File: config.mk
export PLATFORM = sky130hd
export DESIGN_NAME = mvp_front_top
export DESIGN_NICKNAME = d
export VERILOG_FILES = /design/src/logic/mvp_pkg.sv /design/src/logic/mvp_ap_ctrl.sv /design/src/logic/mvp_cfg_check.sv /design/src/logic/mvp_front_top.sv /design/src/logic/mvp_xfer_size.sv
export SDC_FILE = /design/constraint.sdc
export NUM_CORES = 1
export LEC_CHECK = 0
export ABC_AREA = 0
export BUFFER_PORTS_ARGS = -buffer_cell sky130_fd_sc_hd__buf_2
export CAP_MARGIN = 15
export CORE_MARGIN = 2
export CORE_UTILIZATION = 50
export DETAILED_ROUTE_END_ITERATION = 8
export GPL_ROUTABILITY_DRIVEN = 1
export HOLD_SLACK_MARGIN = 0.06
export PLACE_DENSITY = 0.72
export SYNTH_ARGS = -nofsm -noshare
export SYNTH_HDL_FRONTEND = slang
export SYNTH_SLANG_ARGS = --single-unit
File: constraint.sdc
create_clock -name clk -period 4.6 [get_ports clk]
set_input_delay 0.69 -clock clk [delete_from_list [all_inputs] [get_ports clk]]
set_output_delay 0.69 -clock clk [all_outputs]
set_load 0.05 [all_outputs]
File: src/logic/mvp_pkg.sv
// package: config word, byte count, batch count and error vector types, limits, ap state enum
package mvp_pkg;

    //////////////////////////////////////////////////////////////
    // types
    //////////////////////////////////////////////////////////////

    // one host config word (command, level, col_size, ...)
    typedef logic [31:0] cfg_word_t;

    // byte count handed to the axi engines
    typedef logic [31:0] xfer_bytes_t;

    // number of data batches
    typedef logic [14:0] batch_cnt_t;

    // sticky config errors
    // bit 0 level, 1 col_size, 2 split, 3 index, 4 mat_len
    typedef logic [4:0] cfg_err_t;

    // host handshake state
    typedef enum logic {
        AP_IDLE = 1'b0,
        AP_BUSY = 1'b1
    } ap_state_t;

    //////////////////////////////////////////////////////////////
    // config limits
    //////////////////////////////////////////////////////////////

    localparam cfg_word_t MAX_LEVEL      = 32'd12;
    localparam cfg_word_t MAX_COL_SIZE   = 32'd16384;
    // smallest row_size * col_size
    localparam cfg_word_t MIN_MAT_COEFFS = 32'd8192;
    localparam cfg_word_t MAX_SPLIT      = 32'd4;

    // index may only be nonzero below this bit
    localparam int INDEX_BITS   = 13;
    // same for mat_len
    localparam int MAT_LEN_BITS = 15;

    //////////////////////////////////////////////////////////////
    // transfer sizing
    //////////////////////////////////////////////////////////////

    // bytes of matrix per unit of mat_len
    localparam xfer_bytes_t MAT_BYTES_PER_LEN   = 32'h0001_8000;
    // bytes of vector per split
    localparam xfer_bytes_t VEC_BYTES_PER_SPLIT = 32'h0003_0000;

endpackage

File: src/logic/mvp_ap_ctrl.sv
// module mvp_ap_ctrl: start edge, job start gating, done/idle handshake, busy cycle counter
`timescale 1ns/1ps

module mvp_ap_ctrl #(
    parameter int CYCLE_CNT_WIDTH = 32
) (
    input  logic                       clk,
    input  logic                       rst_n,
    // host start level
    input  logic                       i_ap_start,
    input  mvp_pkg::cfg_word_t         i_command,
    input  mvp_pkg::cfg_err_t          i_cfg_err,
    // datapath finish levels
    input  logic                       i_rd_done,
    input  logic                       i_wr_done,
    output logic                       o_start_pulse,
    output logic                       o_job_start,
    output logic                       o_done,
    output logic                       o_idle,
    output logic [CYCLE_CNT_WIDTH-1:0] o_cycle_cnt
);

    import mvp_pkg::*;

    logic                       start_q;
    // start pulse delayed to line up with the error flags
    logic                       start_pulse_q;
    logic                       rd_done_q;
    logic                       wr_done_q;
    logic                       rd_rise;
    logic                       wr_rise;
    // end of job, or immediate end on a rejected config
    logic                       finish;
    logic                       done_q;
    ap_state_t                  state_q;
    logic [CYCLE_CNT_WIDTH-1:0] cycle_cnt_q;

    //////////////////////////////////////////////////////////////
    // edge detection
    //////////////////////////////////////////////////////////////

    always_ff @(posedge clk or negedge rst_n) begin
        if (!rst_n) begin
            start_q       <= 1'b0;
            start_pulse_q <= 1'b0;
            rd_done_q     <= 1'b0;
            wr_done_q     <= 1'b0;
        end else begin
            start_q       <= i_ap_start;
            start_pulse_q <= o_start_pulse;
            rd_done_q     <= i_rd_done;
            wr_done_q     <= i_wr_done;
        end
    end

    // first cycle of start high after low
    assign o_start_pulse = i_ap_start & ~start_q;
    assign rd_rise       = i_rd_done & ~rd_done_q;
    assign wr_rise       = i_wr_done & ~wr_done_q;

    // flags are valid one cycle after the start edge
    // bad config only blocks full jobs (command[0] set)
    assign o_job_start = start_pulse_q & ((i_cfg_err == '0) | ~i_command[0]);

    // full job ends on write done, read-only job on read done
    assign finish = i_command[0] ? (wr_rise | (i_cfg_err != '0)) : rd_rise;

    //////////////////////////////////////////////////////////////
    // handshake state
    //////////////////////////////////////////////////////////////

    // job start wins over a finish in the same cycle
    always_ff @(posedge clk or negedge rst_n) begin
        if (!rst_n) begin
            state_q <= AP_IDLE;
            done_q  <= 1'b0;
        end else if (o_job_start) begin
            state_q <= AP_BUSY;
            done_q  <= 1'b0;
        end else if (finish) begin
            state_q <= AP_IDLE;
            done_q  <= 1'b1;
        end
    end

    assign o_done = done_q;
    assign o_idle = (state_q == AP_IDLE);

    // busy cycles since reset, wraps
    always_ff @(posedge clk or negedge rst_n) begin
        if (!rst_n) begin
            cycle_cnt_q <= '0;
        end else if (state_q == AP_BUSY) begin
            cycle_cnt_q <= cycle_cnt_q + 1'b1;
        end
    end

    assign o_cycle_cnt = cycle_cnt_q;

endmodule

File: src/logic/mvp_cfg_check.sv
// module mvp_cfg_check: five job config checks and their sticky error flags
`timescale 1ns/1ps

module mvp_cfg_check (
    input  logic              clk,
    input  logic              rst_n,
    // one cycle pulse on the host start edge
    input  logic              i_start_pulse,
    input  mvp_pkg::cfg_word_t i_command,
    input  mvp_pkg::cfg_word_t i_level,
    input  mvp_pkg::cfg_word_t i_col_size,
    input  mvp_pkg::cfg_word_t i_split,
    input  mvp_pkg::cfg_word_t i_index,
    input  mvp_pkg::cfg_word_t i_mat_len,
    output mvp_pkg::cfg_err_t  o_cfg_err
);

    import mvp_pkg::*;

    // 2^level[3:0], up to 2^15
    logic [15:0] row_size;
    // row_size * col_size[14:0]
    logic [31:0] mat_coeffs;
    // mat_len[14:0] * index[12:0]
    logic [31:0] len_by_index;
    // split[2:0] * row_size
    logic [31:0] split_by_row;
    // set bits in the legal index field
    logic [3:0]  index_ones;
    // raw check results, same bit order as cfg_err_t
    cfg_err_t    chk_fail;
    cfg_err_t    cfg_err_q;

    //////////////////////////////////////////////////////////////
    // derived quantities
    //////////////////////////////////////////////////////////////

    assign row_size     = 16'd1 << i_level[3:0];
    assign mat_coeffs   = 32'(row_size) * 32'(i_col_size[14:0]);
    assign len_by_index = 32'(i_mat_len[MAT_LEN_BITS-1:0]) * 32'(i_index[INDEX_BITS-1:0]);
    assign split_by_row = 32'(i_split[2:0]) * 32'(row_size);
    assign index_ones   = 4'($countones(i_index[INDEX_BITS-1:0]));

    //////////////////////////////////////////////////////////////
    // the five checks, 1 means error
    //////////////////////////////////////////////////////////////

    // level out of range
    assign chk_fail[0] = (i_level == '0) || (i_level > MAX_LEVEL);

    // col_size zero, too big, or matrix too small for this level
    assign chk_fail[1] = (i_col_size == '0) ||
                         (i_col_size > MAX_COL_SIZE) ||
                         (mat_coeffs < MIN_MAT_COEFFS);

    // split 1..4 only
    assign chk_fail[2] = (i_split == '0) || (i_split > MAX_SPLIT);

    // index must be one-hot within its low field
    assign chk_fail[3] = (i_index[31:INDEX_BITS] != '0) || (index_ones != 4'd1);

    // mat_len fits its field and matches split * row_size / index
    assign chk_fail[4] = (i_mat_len[31:MAT_LEN_BITS] != '0) ||
                         (len_by_index != split_by_row);

    //////////////////////////////////////////////////////////////
    // sticky flags
    //////////////////////////////////////////////////////////////

    // sampled once per job on the start edge
    // read-only jobs (command[0] clear) are never flagged
    always_ff @(posedge clk or negedge rst_n) begin
        if (!rst_n) begin
            cfg_err_q <= '0;
        end else if (i_start_pulse) begin
            if (i_command[0]) begin
                cfg_err_q <= chk_fail;
            end else begin
                cfg_err_q <= '0;
            end
        end
    end

    // flags hold until the next start edge
    assign o_cfg_err = cfg_err_q;

endmodule

File: src/logic/mvp_front_top.sv
// module mvp_front_top: job front end top, control, config check, transfer sizing, done word
`timescale 1ns/1ps

module mvp_front_top #(
    parameter int CYCLE_CNT_WIDTH = 32
) (
    input  logic                       clk,
    input  logic                       rst_n,
    // host control
    input  logic                       i_ap_start,
    input  mvp_pkg::cfg_word_t         i_command,
    input  mvp_pkg::cfg_word_t         i_level,
    input  mvp_pkg::cfg_word_t         i_col_size,
    input  mvp_pkg::cfg_word_t         i_split,
    input  mvp_pkg::cfg_word_t         i_index,
    input  mvp_pkg::cfg_word_t         i_mat_len,
    // datapath finish levels
    input  logic                       i_rd_done,
    input  logic                       i_wr_done,
    // host status
    output mvp_pkg::cfg_word_t         o_ap_done,
    output logic                       o_ap_ready,
    output logic                       o_ap_idle,
    // to the datapath
    output logic                       o_job_start,
    output logic [CYCLE_CNT_WIDTH-1:0] o_cycle_cnt,
    output mvp_pkg::xfer_bytes_t       o_mat_bytes,
    output mvp_pkg::xfer_bytes_t       o_vec_bytes,
    output mvp_pkg::batch_cnt_t        o_batches
);

    import mvp_pkg::*;

    logic     w_start_pulse;
    cfg_err_t w_cfg_err;
    logic     w_done;

    //////////////////////////////////////////////////////////////
    // handshake and busy counter
    //////////////////////////////////////////////////////////////

    mvp_ap_ctrl #(
        .CYCLE_CNT_WIDTH (CYCLE_CNT_WIDTH)
    ) ap_ctrl_i (
        .clk           (clk),
        .rst_n         (rst_n),
        .i_ap_start    (i_ap_start),
        .i_command     (i_command),
        .i_cfg_err     (w_cfg_err),
        .i_rd_done     (i_rd_done),
        .i_wr_done     (i_wr_done),
        .o_start_pulse (w_start_pulse),
        .o_job_start   (o_job_start),
        .o_done        (w_done),
        .o_idle        (o_ap_idle),
        .o_cycle_cnt   (o_cycle_cnt)
    );

    // config flags, sampled on the start edge
    mvp_cfg_check cfg_check_i (
        .clk           (clk),
        .rst_n         (rst_n),
        .i_start_pulse (w_start_pulse),
        .i_command     (i_command),
        .i_level       (i_level),
        .i_col_size    (i_col_size),
        .i_split       (i_split),
        .i_index       (i_index),
        .i_mat_len     (i_mat_len),
        .o_cfg_err     (w_cfg_err)
    );

    // sizes for the axi engines
    mvp_xfer_size xfer_size_i (
        .clk         (clk),
        .rst_n       (rst_n),
        .i_mat_len   (i_mat_len),
        .i_split     (i_split),
        .o_mat_bytes (o_mat_bytes),
        .o_vec_bytes (o_vec_bytes),
        .o_batches   (o_batches)
    );

    //////////////////////////////////////////////////////////////
    // host status word
    //////////////////////////////////////////////////////////////

    // done in bit 0, error flags in 12:8
    assign o_ap_done  = {19'b0, w_cfg_err, 7'b0, w_done};
    assign o_ap_ready = w_done;

endmodule

File: src/logic/mvp_xfer_size.sv
// module mvp_xfer_size: matrix and vector byte sizes and the batch count
`timescale 1ns/1ps

module mvp_xfer_size (
    input  logic                 clk,
    input  logic                 rst_n,
    input  mvp_pkg::cfg_word_t   i_mat_len,
    input  mvp_pkg::cfg_word_t   i_split,
    output mvp_pkg::xfer_bytes_t o_mat_bytes,
    output mvp_pkg::xfer_bytes_t o_vec_bytes,
    output mvp_pkg::batch_cnt_t  o_batches
);

    import mvp_pkg::*;

    xfer_bytes_t mat_bytes_q;
    xfer_bytes_t vec_bytes_q;

    //////////////////////////////////////////////////////////////
    // byte sizes
    //////////////////////////////////////////////////////////////

    // registered, the multipliers sit right before the flops
    // products keep only the low 32 bits
    always_ff @(posedge clk or negedge rst_n) begin
        if (!rst_n) begin
            mat_bytes_q <= '0;
            vec_bytes_q <= '0;
        end else begin
            mat_bytes_q <= i_mat_len * MAT_BYTES_PER_LEN;
            vec_bytes_q <= xfer_bytes_t'(i_split[2:0]) * VEC_BYTES_PER_SPLIT;
        end
    end

    assign o_mat_bytes = mat_bytes_q;
    assign o_vec_bytes = vec_bytes_q;

    //////////////////////////////////////////////////////////////
    // batch count
    //////////////////////////////////////////////////////////////

    // half the matrix length plus one batch per split
    assign o_batches = batch_cnt_t'(i_mat_len[14:1]) + batch_cnt_t'(i_split[2:0]);

endmodule

==> reports/metrics.csv, run 1 <==
metric;value;unit
outcome;complete, but fails checks;
violations;setup timing;
placed_area;24700;sq um
max_clock_freq;153;MHz
ys_ff_latch;65;
grt_max_degree;66;
grt_pass1_vias;18400;
cts.path.max_buffers;2;
htree_levels;3;
worstMarginPinSlew;0.913;ns
rsz0062_at_grt;true;
placed_cells;3323;
insertion_delay;0.36;ns
synth_area_per_cell;8.83;sq um
yosysMostFrequentCell;inv_1;
die_x;207;microns
synth_top_family_by_area;adder cells;
viasPerCell;5.16;
antenna_left;0;
synth_edf_count;0;
postCtsHoldBufs;0;
drtPass1Iterations;5;
num_io_pins;343;
setup_viol;2;
leakage;13.5;nW
place_congestion;0.914;
hpwlAfterDp;48.0;mm
initial_core_util;50.6;%
numPortBuffers;243;
cts_root_buf;clkbuf_16;
area_growth;25.4;%
fin_skew;0.0135;ns
totalWireLength;56.8;mm
antenna_found_initial;1;
num_rows;74;
seq_area_frac_synth;7.90;%
muxShareOfSynthArea;0.401;%
yosys_warnings;0;
syn_area;20600;sq um
synth-simple-area-share;21.3;%
critPathLaunchType;primary input;
drc;0;
vias;17400;
synth_compound_area_share;7.10;%
synthDistinctLibCells;80;
track_usage;27.3;%
clkSinkCount;65;
worstPathRequired;4.86;ns
synthArstFlopShare;100;%
synth_area_leaders;fa_1, ha_1, and2_1;
endpoint_kind;flop;
avgRoutedWirePerCell;16.8;microns
maxSlewViolCount;0;
die_h;207;microns
drt-initial-drc-count;813;
drive_gt1_share;27.4;%
cts_buffers;9;
setup.worst_path.class;in -> reg;
finalHoldViolCount;0;
die_area;42800;sq um
antennaDiodeCount;0;
period_needed;6.54;ns
dp_slack;-2.50;ns
cts_tree;built;
fin_cells;3375;
synth_top_area_share;33.8;%
overflow;0;
yosys.area_share.xor_xnor;4.55;%
synth.cells.most_frequent;inv_1, and2_1, fa_1;
pwr_density_cell;442;nW/um^2
grt_pass1_wl;92.5;mm
min_path_type;in -> reg;
syn_inst;2333;
ys.flop_type;dfrtp_1;
core_area;40700;sq um
post-route-util;63.4;%
maxCapViolCount;0;
final_nets;3599;
clk_pin_slew;0.06;ns
synthAdderAreaFrac;46.9;%
synth_top_area_cell;fa_1;
timing.final.crit_share;142;%
worst_ep_arrival_time;6.80;ns
setup_tns;-3.17;ns
worstPathMaxFanout;4;
fin_ws;-1.94;ns
vdd_ir_drop_max;0.000686;V
final_area;25800;sq um
relSlewSlack;39.2;%
## power breakdown
part           switching, W  internal (W)
clock network      0.000280      0.000380
logic               0.00527       0.00480
registers         0.0000523      0.000638
## worst paths after layout
check                                          start                           to  slack (ns)  depth (start not counted)
setup / recovery                          i_level[3]     cfg_check_i.o_cfg_err[1]       -1.94                         26
hold / removal                            i_ap_start            ap_ctrl_i.start_q        0.45                          1
setup reg to reg                   ap_ctrl_i.start_q     cfg_check_i.o_cfg_err[4]        1.83                         12
hold reg to reg            ap_ctrl_i.o_cycle_cnt[31]    ap_ctrl_i.o_cycle_cnt[31]        0.47                          1
max in group asynchronous                      rst_n    ap_ctrl_i.o_cycle_cnt[30]        3.53                          1
min in group asynchronous                      rst_n  xfer_size_i.o_mat_bytes[16]        0.46                          1
## final cells by class
class	count	area (sq um)
fill	3402	14900
clock buffer	10	239
clock inverter	5	38.8
sequential	65	1630
timing repair buffer	579	3980
multi-input combinational	1755	17700
tap	532	666
inverter	429	1610
## state kept, by name (all words and copies together) (netlist names)
name	cells
ap_ctrl_i.o_cycle_cnt	32
ap_ctrl_i.state_q	1
xfer_size_i.o_mat_bytes	17
xfer_size_i.o_vec_bytes	5
ap_ctrl_i.wr_done_q	1
ap_ctrl_i.rd_done_q	1
cfg_check_i.o_cfg_err	5
ap_ctrl_i.o_done	1
ap_ctrl_i.start_q	1
ap_ctrl_i.start_pulse_q	1
## stage by stage
| step | hold WS (ns) | power (W) |
|---|---|---|
| global placement | 0.454 | 0.00973 |
| detailed placement | 0.464 | 0.00988 |
| global route | 0.458 | 0.0125 |
| CTS | 0.443 | 0.0112 |
| finish | 0.454 | 0.0114 |
| floorplan | 0.394 | 0.00695 |
## worst max-delay path, cell delays in order
cell and delay, ns:
buf_4 0.14, buf_12 0.13, buf_4 0.14, nor4_4 0.35, buf_4 0.17, buf_4 0.10
nand2_1 0.09, fa_2 0.41, fa_1 0.54, inv_1 0.04, ha_1 0.31, fa_1 0.51
fa_1 0.50, inv_1 0.05, fa_1 0.53, inv_1 0.06, ha_4 0.24, a21o_1 0.20
a21oi_2 0.15, o21a_1 0.22, nand3_2 0.13, a21oi_4 0.18, mux2i_1 0.11, a2111oi_2 0.35
o2111ai_1 0.16, o31ai_1 0.26
## routing by layer
layer  vias up  global-route usage [%]  routed length (microns)
met5         -                       0                        0
met4         0                    7.65                     1490
met3        82                    3.36                     3230
met2       523                    47.9                    28200
met1      8619                    35.5                    23900
li1       8198                       -                        -
## cell usage in the layout, fill, tap and decap left out, drive strengths merged, types with 50 or more instances in the layout
cell	count
buf	579
a21oi	50
fa	348
ha	215
nor2	71
xnor2	78
conb	68
dfrtp	65
inv	431
nand2	170
and2	354
## kinds of logic after synthesis
kind of cell	count (synthesis)
other	1
and+or+nand+nor	804
buffers and inverters	580
muxes	8
adders and majority gates	563
AOI/OAI and AO/OA	205
DFF	65
xor gates and xnor gates	107
## timing repair
item / CTS / global route
pin swaps: 88 / 42
setup buffers: 28 / 9
resized for setup: 118 / 30
hold endpoints to repair: 0 / 0
gates cloned: 0 / 0
setup endpoints to repair: 2 / 3
Power figures use the tool's default switching activity.
==> run 2: changes to the inputs <==
- PLACE_DENSITY: 0.72 -> 0.71
==> run 2 against run 1 <==
Against the previous run:
- the run still ends with setup timing left
- critical path type unchanged
- design area grew 1.3%
- sequential share of layout area shrank 0.079 points
- power grew 4.0%
- sequential power is essentially flat
- fmax shrank 0.49%
- core utilization grew 0.81 points
- cell count grew 0.77%
- register-to-register slack lost 0.10 ns
- clock-buffer cell count shrank 1
==> reports/metrics.csv, run 2 (same netlist as run 1, synthesis figures left out) <==
metric;value;unit
worstPathMaxFanout;5;
hpwlAfterDp;48.3;mm
drc;0;
setup_viol;2;
finalHoldViolCount;0;
critPathLaunchType;primary input;
antennaDiodeCount;0;
final_common_cell;inv_1;
drive_gt1_share;27.8;%
clkSinkCount;65;
place_congestion;0.926;
clk_pin_slew;0.07;ns
worstPathRequired;4.86;ns
regToRegSetupSlack;1.73;ns
cts_buffers;9;
vias;17700;
use_met1;35.3;%
grt_pass1_wl;93.7;mm
post-route-util;64.2;%
multi_input_area;17700;sq um
num_rows;74;
vdd_ir_drop_max;0.000722;V
final_cell_mix;inv_1, buf_4, fa_1, and2_1, buf_2;
setup_tns;-3.23;ns
die_h;207;microns
largest_reg_flops;32;
period_needed;6.58;ns
reg2reg_depth;11;
fin_ws;-1.98;ns
rsz0062_at_grt;true;
maxCapViolCount;0;
regArea;1630;sq um
drt-initial-drc-count;939;
grt_use_met3;3.66;%
cts.path.max_buffers;2;
timing.final.crit_share;143;%
grt_max_degree;66;
worstMarginPinSlew;0.920;ns
final_nets;3624;
num_io_pins;343;
numPortBuffers;243;
core_area;40700;sq um
totalWireLength;57.1;mm
endpoint_kind;flop;
setup.worst_path.class;in -> reg;
die_x;207;microns
cpMaxStageDelayCell;fa_1;
violations;setup timing;
grt_pass1_vias;18800;
top_usage_layer;met2;
pwr_density_cell;454;nW/um^2
viasPerCell;5.20;
min_path_type;in -> async;
initial_core_util;50.6;%
antenna_found_initial;1;
grt_use_met2;48.5;%
relSlewSlack;38.6;%
n_fill_cell;3416;
drtPass1Iterations;7;
overflow;0;
avgRoutedWirePerCell;16.8;microns
fin_skew;0.00698;ns
cts_root_buf;clkbuf_16;
r2r-end;cfg_check_i.o_cfg_err[4];
crit_top_cell;buf_6;
maxSlewViolCount;0;
max_clock_freq;152;MHz
postCtsHoldBufs;0;
area_growth;27.0;%
die_area;42800;sq um
outcome;complete, but fails checks;
antenna_left;0;
worst_ep_arrival_time;6.84;ns
htree_levels;3;
whs;0.453;ns
cts_tree;built;
rr_startpoint;ap_ctrl_i.start_q;
leakage;13.7;nW
critPathMaxStageDelay;0.54;ns
insertion_delay;0.36;ns
track_usage;27.4;%
-- run 2: metal layers --
layer,vias up,part of all wire [%]
met1,8843,42
met4,2,2.4
met2,474,50
li1,8267,-
met3,90,5.0
met5,-,0.023
-- run 2: stage by stage --
step	cells	setup slack, ns	total power (W)	area [sq um]
after floorplan	2400	-1.82	0.00695	21600
final	3401	-1.98	0.0119	26200
after global routing	3401	-2.21	0.0129	26200
after global placement	3334	-2.32	0.00992	24900
after detailed placement	3334	-2.51	0.0101	24900
after CTS	3382	-1.87	0.0114	25800
-- run 2: timing repair --
action	CTS	global route
pin swaps	89	60
gates resized for setup	92	46
setup endpoints to repair	2	3
setup buffers	34	19
gates cloned	0	1
-- run 2: report_power, final --
part	total [W]	internal (W)	switching (W)
Sequential	0.000687	0.000637	0.0000503
Clock	0.000744	0.000430	0.000314
Combinational	0.0104	0.00494	0.00550
-- run 2: worst max-delay path, delay by kind of cell --
kind / cells / cell delay (ns)
AOI/OAI and AO/OA: 7 / 1.48
adders and majority gates: 7 / 2.99
buffers and inverters: 10 / 0.91
and+or+nand+nor: 5 / 0.77
-- run 2: worst max-delay path by stage --
| stage | startpoint | end | slack, ns | cells past startpoint |
|---|---|---|---|---|
| 4_1_cts | i_level[3] | cfg_check_i.o_cfg_err[1] | -1.87 | 25 |
| 2_1_floorplan | i_level[0] | cfg_check_i.o_cfg_err[1] | -1.82 | 25 |
| 5_1_grt | i_level[0] | cfg_check_i.o_cfg_err[1] | -2.21 | 29 |
| 6_report | i_level[0] | cfg_check_i.o_cfg_err[1] | -1.98 | 29 |
| 3_5_place_dp | i_level[1] | cfg_check_i.o_cfg_err[1] | -2.51 | 28 |
| 3_3_place_gp | i_level[1] | cfg_check_i.o_cfg_err[1] | -2.32 | 23 |
-- run 2: final cells by class --
cell class,instances,area share (%)
timing repair buffer,604,16.4
tap,532,2.54
clock buffer,9,0.861
inverter,429,6.17
clock inverter,7,0.321
multi-input combinational,1755,67.5
sequential,65,6.22
